## config.mk

```make
export PLATFORM = sky130hd
export DESIGN_NAME = issue_stage
export DESIGN_NICKNAME = d
export VERILOG_FILES = /design/src/logic/issue_pkg.sv /design/src/logic/issue_stage.sv /design/src/logic/issue_select.sv /design/src/logic/fu_status_table.sv /design/src/logic/regfile.sv
export SDC_FILE = /design/constraint.sdc
export NUM_CORES = 2
export LEC_CHECK = 0
export BUFFER_PORTS_ARGS = -buffer_cell sky130_fd_sc_hd__buf_2
export CORE_AREA = 8 8 375 377
export CTS_CLUSTER_SIZE = 28
export DETAILED_ROUTE_END_ITERATION = 16
export DIE_AREA = 0 0 383 385
export PLACE_DENSITY = 0.76
export RECOVER_POWER = 50
export SETUP_SLACK_MARGIN = 0.15
export SYNTH_ARGS = -nofsm -noshare
export SYNTH_HDL_FRONTEND = slang
export SYNTH_SLANG_ARGS = --single-unit
```

## constraint.sdc

```tcl
create_clock -name CLK -period 8.04 [get_ports CLK]
set_clock_uncertainty 0.2 [all_clocks]
set_input_delay 0.804 -clock CLK [delete_from_list [all_inputs] [get_ports CLK]]
set_output_delay 0.804 -clock CLK [all_outputs]
set_load 0.05 [all_outputs]
```

## src/logic/issue_pkg.sv

```systemverilog
// issue stage shared definitions
// widths, slot encoding and the per-slot state enum
package issue_pkg;

    // data word and register index
    typedef logic [31:0] word_t;
    typedef logic [4:0]  regsel_t;

    // function-unit slot index
    typedef logic [1:0] fu_t;

    localparam fu_t FU_ALU  = 2'd0;
    localparam fu_t FU_LDST = 2'd1;
    localparam fu_t FU_BR   = 2'd2;

    // number of slots, tied to the 2-bit slot and tag encodings
    localparam int NUM_FU = 3;

    // producer tag
    // 0 means the operand is available, k means waiting on slot k-1
    typedef logic [1:0] tag_t;

    localparam tag_t TAG_NONE = 2'd0;

    // saturating age count, larger is older
    typedef logic [1:0] age_t;

    localparam age_t AGE_MAX = 2'd3;

    // slot lifecycle
    typedef enum logic [1:0] {
        SLOT_EMPTY = 2'd0,
        SLOT_WAIT  = 2'd1,
        SLOT_RDY   = 2'd2,
        SLOT_EX    = 2'd3
    } slot_state_e;

endpackage
```

## src/logic/issue_stage.sv

```systemverilog
// issue stage top, joins status table, select and register file
// reads operands for the granted slot and registers the issue word
`timescale 1ns/100ps

module issue_stage import issue_pkg::*; #(
    parameter int DATA_W = 32,
    parameter int REG_N  = 32
) (
    input  logic              CLK,
    input  logic              nRST,
    input  logic              disp_valid,
    input  fu_t               disp_fu,
    input  regsel_t           disp_rd,
    input  regsel_t           disp_rs1,
    input  regsel_t           disp_rs2,
    input  word_t             disp_imm,
    input  logic              disp_i_type,
    input  tag_t              disp_t1,
    input  tag_t              disp_t2,
    input  logic              wb_valid,
    input  fu_t               wb_fu,
    input  regsel_t           wb_reg,
    input  word_t             wb_data,
    input  logic              freeze,
    input  logic              branch_miss,
    output logic              issue_valid,
    output fu_t               issue_fu,
    output regsel_t           issue_rd,
    output word_t             issue_rdat1,
    output word_t             issue_rdat2,
    output word_t             issue_imm,
    output logic [NUM_FU-1:0] fu_busy
);

    regsel_t [NUM_FU-1:0] row_rd;
    regsel_t [NUM_FU-1:0] row_rs1;
    regsel_t [NUM_FU-1:0] row_rs2;
    word_t   [NUM_FU-1:0] row_imm;
    logic    [NUM_FU-1:0] row_i_type;
    logic    [NUM_FU-1:0] rdy_ops;
    logic    [NUM_FU-1:0] issue_grant;
    logic    [NUM_FU-1:0] slot_clear;

    fu_t     sel_fu;
    regsel_t sel_rd;
    regsel_t sel_rs1;
    regsel_t sel_rs2;
    word_t   sel_imm;
    logic    sel_i_type;
    word_t   rf_rdat1;
    word_t   rf_rdat2;

    fu_status_table u_table (
        .CLK(CLK), .nRST(nRST),
        .disp_valid(disp_valid), .disp_fu(disp_fu), .disp_rd(disp_rd),
        .disp_rs1(disp_rs1), .disp_rs2(disp_rs2), .disp_imm(disp_imm),
        .disp_i_type(disp_i_type), .disp_t1(disp_t1), .disp_t2(disp_t2),
        .wb_valid(wb_valid), .wb_fu(wb_fu), .slot_clear(slot_clear),
        .row_rd(row_rd), .row_rs1(row_rs1), .row_rs2(row_rs2),
        .row_imm(row_imm), .row_i_type(row_i_type), .rdy_ops(rdy_ops)
    );

    issue_select u_select (
        .CLK(CLK), .nRST(nRST),
        .disp_valid(disp_valid), .disp_fu(disp_fu),
        .wb_valid(wb_valid), .wb_fu(wb_fu),
        .freeze(freeze), .branch_miss(branch_miss), .rdy_ops(rdy_ops),
        .issue_grant(issue_grant), .slot_clear(slot_clear), .fu_busy(fu_busy)
    );

    regfile #(.DATA_W(DATA_W), .REG_N(REG_N)) u_regfile (
        .CLK(CLK), .nRST(nRST),
        .wen(wb_valid), .wsel(wb_reg), .wdata(wb_data),
        .rsel1(sel_rs1), .rsel2(sel_rs2),
        .rdat1(rf_rdat1), .rdat2(rf_rdat2)
    );

    // grant is one-hot, so the last match is the only match
    always_comb begin
        sel_fu     = FU_ALU;
        sel_rd     = '0;
        sel_rs1    = '0;
        sel_rs2    = '0;
        sel_imm    = '0;
        sel_i_type = 1'b0;
        for (int i = 0; i < NUM_FU; i++) begin
            if (issue_grant[i]) begin
                sel_fu     = fu_t'(i);
                sel_rd     = row_rd[i];
                sel_rs1    = row_rs1[i];
                sel_rs2    = row_rs2[i];
                sel_imm    = row_imm[i];
                sel_i_type = row_i_type[i];
            end
        end
    end

    // valid holds under freeze, drops when nothing was granted
    always_ff @(posedge CLK, negedge nRST) begin
        if (!nRST) begin
            issue_valid <= 1'b0;
        end else if (!freeze) begin
            issue_valid <= |issue_grant;
        end
    end

    // no grant can happen while frozen, so the word holds by itself
    always_ff @(posedge CLK) begin
        if (|issue_grant) begin
            issue_fu    <= sel_fu;
            issue_rd    <= sel_rd;
            issue_rdat1 <= rf_rdat1;
            issue_rdat2 <= sel_i_type ? sel_imm : rf_rdat2;
            issue_imm   <= sel_imm;
        end
    end

endmodule

```

## src/logic/issue_select.sv

```systemverilog
// issue select, runs the per-slot state machines and slot ages
// grants the oldest ready slot, at most one per cycle
`timescale 1ns/100ps

module issue_select import issue_pkg::*; (
    input  logic              CLK,
    input  logic              nRST,
    input  logic              disp_valid,
    input  fu_t               disp_fu,
    input  logic              wb_valid,
    input  fu_t               wb_fu,
    input  logic              freeze,
    input  logic              branch_miss,
    input  logic [NUM_FU-1:0] rdy_ops,
    output logic [NUM_FU-1:0] issue_grant,
    output logic [NUM_FU-1:0] slot_clear,
    output logic [NUM_FU-1:0] fu_busy
);

    slot_state_e state   [NUM_FU];
    slot_state_e state_n [NUM_FU];
    age_t        age     [NUM_FU];
    age_t        age_n   [NUM_FU];
    logic [NUM_FU-1:0] eligible;
    logic [NUM_FU-1:0] pick;
    logic [NUM_FU-1:0] pending;
    logic        found;
    age_t        best_age;

    always_comb begin
        for (int i = 0; i < NUM_FU; i++) begin
            // a waiting slot whose tags just cleared can go this cycle
            eligible[i] = (state[i] == SLOT_RDY) || ((state[i] == SLOT_WAIT) && rdy_ops[i]);
            pending[i]  = (state[i] == SLOT_WAIT) || (state[i] == SLOT_RDY);
            slot_clear[i] = branch_miss && pending[i];
            fu_busy[i]    = (state[i] != SLOT_EMPTY);
        end
    end

    // oldest first, strict compare keeps the lowest index on a tie
    always_comb begin
        pick     = '0;
        found    = 1'b0;
        best_age = '0;
        for (int i = 0; i < NUM_FU; i++) begin
            if (eligible[i] && (!found || (age[i] > best_age))) begin
                pick     = '0;
                pick[i]  = 1'b1;
                found    = 1'b1;
                best_age = age[i];
            end
        end
        issue_grant = (freeze || branch_miss) ? '0 : pick;
    end

    always_comb begin
        for (int i = 0; i < NUM_FU; i++) begin
            state_n[i] = state[i];
            case (state[i])
                SLOT_EMPTY: begin
                    if (disp_valid && (disp_fu == fu_t'(i))) begin
                        state_n[i] = SLOT_WAIT;
                    end
                end
                SLOT_WAIT: begin
                    if (branch_miss) begin
                        state_n[i] = SLOT_EMPTY;
                    end else if (issue_grant[i]) begin
                        state_n[i] = SLOT_EX;
                    end else if (rdy_ops[i]) begin
                        state_n[i] = SLOT_RDY;
                    end
                end
                SLOT_RDY: begin
                    if (branch_miss) begin
                        state_n[i] = SLOT_EMPTY;
                    end else if (issue_grant[i]) begin
                        state_n[i] = SLOT_EX;
                    end
                end
                SLOT_EX: begin
                    if (wb_valid && (wb_fu == fu_t'(i))) begin
                        state_n[i] = SLOT_EMPTY;
                    end
                end
                default: state_n[i] = SLOT_EMPTY;
            endcase
        end
    end

    // every dispatch makes the other in-flight slots one step older
    always_comb begin
        for (int i = 0; i < NUM_FU; i++) begin
            age_n[i] = age[i];
            if (disp_valid && (disp_fu == fu_t'(i))) begin
                age_n[i] = '0;
            end else if (disp_valid && pending[i] && (age[i] != AGE_MAX)) begin
                age_n[i] = age[i] + 2'd1;
            end
        end
    end

    always_ff @(posedge CLK, negedge nRST) begin
        if (!nRST) begin
            for (int i = 0; i < NUM_FU; i++) begin
                state[i] <= SLOT_EMPTY;
                age[i]   <= '0;
            end
        end else begin
            for (int i = 0; i < NUM_FU; i++) begin
                state[i] <= state_n[i];
                age[i]   <= age_n[i];
            end
        end
    end

endmodule

```

## src/logic/fu_status_table.sv

```systemverilog
// function-unit status table, one row per slot
// holds instruction fields and operand tags, tags clear on writeback
`timescale 1ns/100ps

module fu_status_table import issue_pkg::*; (
    input  logic                    CLK,
    input  logic                    nRST,
    input  logic                    disp_valid,
    input  fu_t                     disp_fu,
    input  regsel_t                 disp_rd,
    input  regsel_t                 disp_rs1,
    input  regsel_t                 disp_rs2,
    input  word_t                   disp_imm,
    input  logic                    disp_i_type,
    input  tag_t                    disp_t1,
    input  tag_t                    disp_t2,
    input  logic                    wb_valid,
    input  fu_t                     wb_fu,
    input  logic [NUM_FU-1:0]       slot_clear,
    output regsel_t [NUM_FU-1:0]    row_rd,
    output regsel_t [NUM_FU-1:0]    row_rs1,
    output regsel_t [NUM_FU-1:0]    row_rs2,
    output word_t   [NUM_FU-1:0]    row_imm,
    output logic    [NUM_FU-1:0]    row_i_type,
    output logic    [NUM_FU-1:0]    rdy_ops
);

    tag_t [NUM_FU-1:0] t1;
    tag_t [NUM_FU-1:0] t2;
    tag_t              wb_tag;
    logic [NUM_FU-1:0] disp_hit;

    // tag value that names the unit writing back this cycle
    assign wb_tag = tag_t'(wb_fu) + 2'd1;

    always_comb begin
        for (int i = 0; i < NUM_FU; i++) begin
            disp_hit[i] = disp_valid && (disp_fu == fu_t'(i));
        end
    end

    // instruction fields
    always_ff @(posedge CLK) begin
        for (int i = 0; i < NUM_FU; i++) begin
            if (disp_hit[i]) begin
                row_rd[i]     <= disp_rd;
                row_rs1[i]    <= disp_rs1;
                row_rs2[i]    <= disp_rs2;
                row_imm[i]    <= disp_imm;
                row_i_type[i] <= disp_i_type;
            end
        end
    end

    // operand tags
    always_ff @(posedge CLK, negedge nRST) begin
        if (!nRST) begin
            t1 <= '0;
            t2 <= '0;
        end else begin
            for (int i = 0; i < NUM_FU; i++) begin
                if (disp_hit[i]) begin
                    // a producer finishing this very cycle is already satisfied
                    t1[i] <= (wb_valid && (disp_t1 == wb_tag)) ? TAG_NONE : disp_t1;
                    t2[i] <= (wb_valid && (disp_t2 == wb_tag)) ? TAG_NONE : disp_t2;
                end else if (slot_clear[i]) begin
                    t1[i] <= TAG_NONE;
                    t2[i] <= TAG_NONE;
                end else if (wb_valid) begin
                    if (t1[i] == wb_tag) begin
                        t1[i] <= TAG_NONE;
                    end
                    if (t2[i] == wb_tag) begin
                        t2[i] <= TAG_NONE;
                    end
                end
            end
        end
    end

    always_comb begin
        for (int i = 0; i < NUM_FU; i++) begin
            rdy_ops[i] = (t1[i] == TAG_NONE) && (t2[i] == TAG_NONE);
        end
    end

endmodule

```

## src/logic/regfile.sv

```systemverilog
// scalar register file, two read ports and one write port
// register 0 reads as zero and a same-cycle write is forwarded to the reads
`timescale 1ns/100ps

module regfile import issue_pkg::*; #(
    parameter int DATA_W = 32,
    parameter int REG_N  = 32
) (
    input  logic    CLK,
    input  logic    nRST,
    input  logic    wen,
    input  regsel_t wsel,
    input  word_t   wdata,
    input  regsel_t rsel1,
    input  regsel_t rsel2,
    output word_t   rdat1,
    output word_t   rdat2
);

    logic [DATA_W-1:0] regs [REG_N];

    always_ff @(posedge CLK, negedge nRST) begin
        if (!nRST) begin
            for (int i = 0; i < REG_N; i++) begin
                regs[i] <= '0;
            end
        end else if (wen && (wsel != '0)) begin
            regs[wsel] <= wdata;
        end
    end

    // write-through so an issue in the writeback cycle sees the new value
    always_comb begin
        rdat1 = (rsel1 == '0) ? '0 : ((wen && (wsel == rsel1)) ? wdata : regs[rsel1]);
        rdat2 = (rsel2 == '0) ? '0 : ((wen && (wsel == rsel2)) ? wdata : regs[rsel2]);
    end

endmodule

```

# [Word level (Yosys, flattened, before mapping)]
# Cells that the tools add are included.
[word_totals] reg_bits=1296 wordCells=288
[classes] n_addsub=4 magnitude_cmp=6 n_eq_ne=38 n_mux=93 bitwise_logic=3 reduce_logical=79
[ops] cell="1024-bit bitwise mux" count=1
[ops] cell="32-bit two-way mux" count=12
[ops] cell="32-bit binary-select mux with 5-bit select" count=2
[ops] cell="32-bit demux with 5-bit select" count=1
[ops] cell="2-bit two-way mux" count=56
[ops] cell="5-bit two-way mux" count=9
[ops] cell="1-bit logical AND" count=29
[ops] cell="3-bit nonzero test" count=9
[ops] cell="2-bit one-hot mux with 4 select lines" count=3
[ops] cell="2-bit zero test" count=11
[ops] cell="6-bit greater-or-equal comparator (second input constant)" count=3
[ops] cell="5-bit inverter with 6-bit output" count=3
[ops] cell="2-bit equality test" count=8
[ops] cell="2-bit equality test (second input constant)" count=8
[ops] cell="2-bit != test (second input constant)" count=6
[ops] cell="4-bit by 3-bit != test with 1-bit output (second input constant)" count=3
[ops] cell="2-bit AND reduction" count=6
[ops] cell="4-bit AND reduction" count=3
[ops] cell="2-bit nonzero test" count=6
[ops] cell="2-bit by 1-bit equality test with 1-bit output (second input constant)" count=5
[ops] cell="5-bit equality test" count=2
[ops] cell="5-bit zero test" count=2
[ops] cell="1-bit logical OR" count=9
[ops] cell="3-bit != test (second input constant)" count=3
[ops] cell="9 further kinds" count=23

# [Depth between registers and ports, before layout]
[logic_depth] ltp_word=24 mapped_depth=27 ltp_nobuf=22

# [By module]
# Synthesis repeated with hierarchy kept, for this count alone.
[hier_totals] hier_cells=4596 hier_area_um2=66532.6
[by_module_without_submodules] mod="regfile" n_inst=1 cells_each=3883 area_per_inst_um2=55366.9 seq_area_each_um2=25624.6
[by_module_without_submodules] mod="fu_status_table" n_inst=1 cells_each=233 area_per_inst_um2=5173.7 seq_area_each_um2=4624.4
[by_module_without_submodules] mod="issue_stage" n_inst=1 cells_each=346 area_per_inst_um2=4799.6 seq_area_each_um2=3118.0
[by_module_without_submodules] mod="issue_select" n_inst=1 cells_each=134 area_per_inst_um2=1192.4 seq_area_each_um2=300.3

# [Worst setup path before layout]
# Ideal clock, no wire load.
[synth_timing] kind="flip-flop to flip-flop" startpoint="reg u_select.state[4] (netlist name)" endpoint="reg issue_valid" setup_ps=84 arrival_ps=6265 slack_ps=1491 path_stages_with_launch=18 path_buffers=2 synth_period_minus_slack_ps=6549 path_cell_list="dfrtp_1 > inv_1 > ha_1 > a21o_2 > and2_1 > ha_1 > a2bb2oi_1 > o221ai_1 > and2_1 > a22oi_1 > ha_1 > nor2b_1 > o21ai_1 > o2111a_2 > buf_6 > clkbuf_1 > nand2b_1 > mux2_2"
[synth_between] elab_chain_cells=14
[synth_lines] element="start, declared" line="issue_select.sv:20" rtl="slot_state_e state [NUM_FU];"
[synth_lines] element="start signal, assigned by index" line="issue_select.sv:111" rtl="state[i] <= state_n[i];"
[synth_lines] element="2-bit by 1-bit equality test with 1-bit output" line="issue_select.sv:33" rtl="eligible[i] = (state[i] == SLOT_RDY) || ((state[i] == SLOT_WAIT) && rdy_ops[i]);"
[synth_lines] element="1-bit logical AND" line="issue_select.sv:33"
[synth_lines] element="1-bit logical OR (*)" line="issue_select.sv:33"
[synth_lines] element="2-bit two-way mux or 1-bit two-way mux (tied branches)" line="issue_select.sv:46" rtl="if (eligible[i] && (!found || (age[i] > best_age))) begin"
[synth_lines] element="2-bit > comparator or 1-bit zero test (tied branches)" line="issue_select.sv:46"
[synth_lines] element="1-bit logical OR" line="issue_select.sv:46"
[synth_lines] element="1-bit logical AND" line="issue_select.sv:46"
[synth_lines] element="2-bit two-way mux or 1-bit two-way mux (tied branches)" line="issue_select.sv:46"
[synth_lines] element="2-bit > comparator or 1-bit zero test (tied branches)" line="issue_select.sv:46"
[synth_lines] element="1-bit logical OR" line="issue_select.sv:46"
[synth_lines] element="1-bit logical AND" line="issue_select.sv:46"
[synth_lines] element="3-bit two-way mux (*)" line="issue_select.sv:46"
[synth_lines] element="3-bit two-way mux (*)" line="issue_select.sv:53" rtl="issue_grant = (freeze || branch_miss) ? '0 : pick;"
[synth_lines] element="3-bit OR reduction (*)" line="issue_stage.sv:103" rtl="issue_valid <= |issue_grant;"
[synth_lines] element="end signal, assigned" line="issue_stage.sv:103"
[synth_lines] element="end, declared" line="issue_stage.sv:26" rtl="output logic issue_valid,"
# Mark *: on every way between the ends. The rest lies on a longest branch, timed or not.
# A chain may end at the register's enable or synchronous reset.

# [Worst setup path after layout]
[layout_timing] startpoint="reg u_table.t1[1] (netlist name)" endpoint="reg issue_rdat2[19], data pin"
[layout_between] elab_chain_cells=24
[layout_lines] element="start, declared" line="fu_status_table.sv:28" rtl="tag_t [NUM_FU-1:0] t1;"
[layout_lines] element="start signal, assigned by index" line="fu_status_table.sv:64" rtl="t1[i] <= (wb_valid && (disp_t1 == wb_tag)) ? TAG_NONE : disp_t1;"
[layout_lines] element="2-bit zero test (*)" line="fu_status_table.sv:83" rtl="rdy_ops[i] = (t1[i] == TAG_NONE) && (t2[i] == TAG_NONE);"
[layout_lines] element="1-bit logical AND (*)" line="fu_status_table.sv:83"
[layout_lines] element="1-bit logical AND (*)" line="issue_select.sv:33"
[layout_lines] element="1-bit logical OR (*)" line="issue_select.sv:33"
[layout_lines] element="2-bit two-way mux or 1-bit two-way mux (tied branches)" line="issue_select.sv:46"
[layout_lines] element="2-bit > comparator or 1-bit zero test (tied branches)" line="issue_select.sv:46"
[layout_lines] element="1-bit logical OR" line="issue_select.sv:46"
[layout_lines] element="1-bit logical AND" line="issue_select.sv:46"
[layout_lines] element="(+4 left out)"
[layout_lines] element="3-bit two-way mux (*)" line="issue_select.sv:46"
[layout_lines] element="3-bit two-way mux (*)" line="issue_select.sv:53"
[layout_lines] element="5-bit two-way mux (3 in a row)" line="issue_stage.sv:87" rtl="if (issue_grant[i]) begin"
[layout_lines] element="5-bit inverter with 6-bit output (implied by the code)" line="regfile.sv:35" rtl="rdat2 = (rsel2 == '0) ? '0 : ((wen && (wsel == rsel2)) ? wdata : regs[rsel2]);"
[layout_lines] element="32-bit binary-select mux with 5-bit select" line="regfile.sv:35"
[layout_lines] element="32-bit two-way mux (implied by the code) (2 in a row)" line="regfile.sv:35"
[layout_lines] element="32-bit two-way mux (2 in a row)" line="regfile.sv:35"
[layout_lines] element="32-bit two-way mux (*)" line="issue_stage.sv:113" rtl="issue_rdat2 <= sel_i_type ? sel_imm : rf_rdat2;"
[layout_lines] element="end signal, assigned" line="issue_stage.sv:113"
[layout_lines] element="end, declared" line="issue_stage.sv:30" rtl="output word_t issue_rdat2,"
# Mark *: on every way between the ends. The rest lies on a longest branch, timed or not. The select of a mux whose other input is x is not followed.

==> impl_results.md <==
* Critical path data arrival time at 7.50 ns
* Clk buf depth at 3
* Cells after DPL at 7352
* CP startpoint kind: register
* Worst hold path type: in -> reg
* Detail Placement HPWL at 129 mm
* Fin worst setup slack at 0.973 ns
* Fin crit period at 7.07 ns
* Multi-input gate area at 0.0307 mm^2
* Seq/Total Area, Yosys at 50.3%
* Post-Synthesis Cells at 5792
* P&R area growth vs syn at 10.6%
* Netlist cell types at 73
* Final #Nets at 5870
* CTS H-tree depth at 4
* Failing checks: max-capacitance violations, max-slew violations
* DRC at 0
* DIE WIDTH at 383 um
* DRT Pass-1 Iters at 10
* Hold_ws at 0.0625 ns
* CTS Sinks at 1296
* Setup tns final at 0 ns
* Initial antenna violation count at 16
* Max Clock Freq at 0.142 GHz
* Asr flop ratio synth at 80.9%
* Required time worst endpoint at 8.47 ns
* Crit-path max FO at 42
* Top-count cell post-synth: dfrtp_1
* Total CTS buffers at 137
* Storage element area at 0.0337 mm^2
* Worst reg2reg path endpoint: issue_rdat2[19]
* Area share of the largest cell type after synthesis at 39.2%
* Die ar. at 0.147 mm^2
* Syn_area_per_cell at 11.5 um^2
* Initial Utilization at 49.7%
* Drt total wl at 233 mm
* Gr ovfl total at 0
* Die Ht at 385 um
* Drt wl/cell at 30.4 um
* DP Worst Slack at 1.14 ns
* Hold path depth at 1
* Fin crit share at 87.9%
* Worst VDD drop at 0.688 mV
* Seq cells post-synth at 1296
* Filler cells at 11000
* GPL Wtd Cong at 0.886
* R2R Setup Slk at 0.97 ns
* Core area at 0.135 mm^2
* Dpl cell area at 0.0693 mm^2
* Clk_lat worst skew at 0.81 ns
* I/O Buffers at 205
* CTS tree: yes
* Main flop type after synthesis: dfrtp_1
* Status: finished with violations
* Mapped Area at 0.0669 mm^2
* # rows at 135
* Ranking of synthesized cells by area: dfrtp_1 (39%), mux2_2 (17%), edfxtp_1 (11%), mux2i_1 (8.7%), nand2_1 (5.0%)
* Number of vias per cell at 6.78
* Largest net degree at the start of global routing at 189
* Non-Filler Instances at 7652
* Slew margin rel. at -262%
* Synth cell count leaders: dfrtp_1 (1049), mux2_2 (996), nand2_1 (889)
* Syn_nets at 5915
* Design Area, Final at 0.0740 mm^2
* Actual slew at the worst max-slew pin at 5.43 ns
* Min-Delay Endpoint: u_table.row_imm[74]
* Worst-path clk slew at 0.06 ns
* Synth warn at 0
* Number of global-route vias before repair at 51000
* Crit end category: register
* Vias at 51900
* CTS Root Cell: clkbuf_16
* Setup violations, final at 0
* Antenna Nets Post-Route at 0
* First-pass GRT wire length at 338 mm
* Share of layout cells above drive strength 1 at 26.0%
* Overall Global Routing Usage at 30.6%
* R2R Path Start: u_table.t1[1]
* Power per cell area at 413 mW/mm^2
* RSZ-0062 raised after global routing: false
* Yosys top cell by area: dfrtp_1
* Hold Fails Final Rpt at 0
* Max-slew violation count at 555
* Setup CP Type: reg -> reg
* Worst Reg2Reg Path Length in Cells at 21
* Leak at 33.0 nW
* Top Ports at 206
* Post-synth EDFFs at 247
* 1st-iter DRT viols at 7583
* HP Start: disp_imm[10]
* Setup Fix Bufs, Post-CTS at 0
* Final Util at 54.9%
* Tot Pwr at 30.5 mW
* Max_cap viols at 21
-- repair_timing --
item	4_1_cts	5_1_grt
resized for setup	0	0
endpoints found under the hold margin	186	0
hold buffers	37	0
-- layer usage --
metal	track usage [%]	wire (um)	up-vias
li1	-	-	21100
met1	37.9	83100	25900
met2	46.0	102000	3760
met3	9.31	29100	1062
met4	20.7	18700	8
met5	0	61	-
-- layout make-up --
cell class,instances,share of cell area [%]
repair buffers,375,3.41
clock buffers,210,5.46
multi-input cells,3875,41.5
well taps,1781,3.01
diodes,10,0.0338
clock inverters,43,0.716
flip-flops and latches,1296,45.5
inverters,62,0.318
-- critical path: stages, from the launching register on --
cell,delay (ns)
dfrtp_1,0.41
nor4_2,0.37
a21o_2,0.26
nand2_1,0.07
ha_1,0.31
nor2b_1,0.18
o221ai_1,0.19
and2_1,0.23
a22oi_1,0.20
ha_1,0.27
nor2b_1,0.14
o21ai_1,0.23
o21ai_1,0.22
or2_1,0.45
inv_4,0.50
a221o_4,0.82
xnor2_1,0.16
nor4_2,0.34
nor4b_4,0.24
buf_4,0.71
a21oi_1,0.20
o21ai_1,0.13
-- sequential cells by signal, indices dropped and copies added, names as in the netlist, 6 cells and up --
register and count:
issue_rdat1 32, u_table.row_rs2 15, u_table.t1 6, u_select.state 6, u_table.row_imm 96, issue_rdat2 32
u_select.age 6, u_table.t2 6, u_table.row_rd 15, u_regfile.regs 1024, issue_imm 32, u_table.row_rs1 15
-- power by group --
group / switching, mW / total, mW / internal [mW]
combinational: 9.86 / 14.7 / 4.87
sequential: 1.07 / 9.33 / 8.27
clock: 2.77 / 6.48 / 3.72
-- kinds of logic after synthesis --
logic type / synth area share (%)
xor gates and xnor gates: 0.380
and+or+nand+nor: 9.25
muxes: 27.6
adders and majority gates: 0.449
DFF: 50.3
AOI/OAI and AO/OA: 7.86
buffers and inverters: 4.09
-- layout by cell type (no fill, tap or decap), types with 32 or more instances in the layout --
master and instances:
dfrtp_1 1049, clkbuf_16 139, a21oi_1 135, mux2_2 996
inv_1 59, dlygate4sd3_1 37, a32o_1 32, o211ai_1 83
o21ai_1 91, buf_4 97, mux2i_1 581, nand2_1 880
a311oi_1 61, a222oi_1 38, clkbuf_1 181, nor2_1 64
mux4_2 65, nand3_1 428, buf_2 74, edfxtp_1 247
o21ai_0 35, o22ai_1 92, o2111ai_1 63
-- worst max path at each step --
stage	end	start	slack (ns)	cells after the start
6_report	issue_rdat2[19]	u_table.t1[1]	0.97	21
2_1_floorplan	issue_valid	u_select.state[4]	1.49	17
3_3_place_gp	issue_rdat2[8]	u_table.t1[1]	1.31	21
5_1_grt	u_regfile.regs[720]	nRST	0.55	3
3_5_place_dp	issue_rdat2[19]	u_table.t1[1]	1.14	21
4_1_cts	issue_rdat2[19]	u_table.t1[1]	1.13	21
No activity file was read; power rests on OpenSTA's default activity.
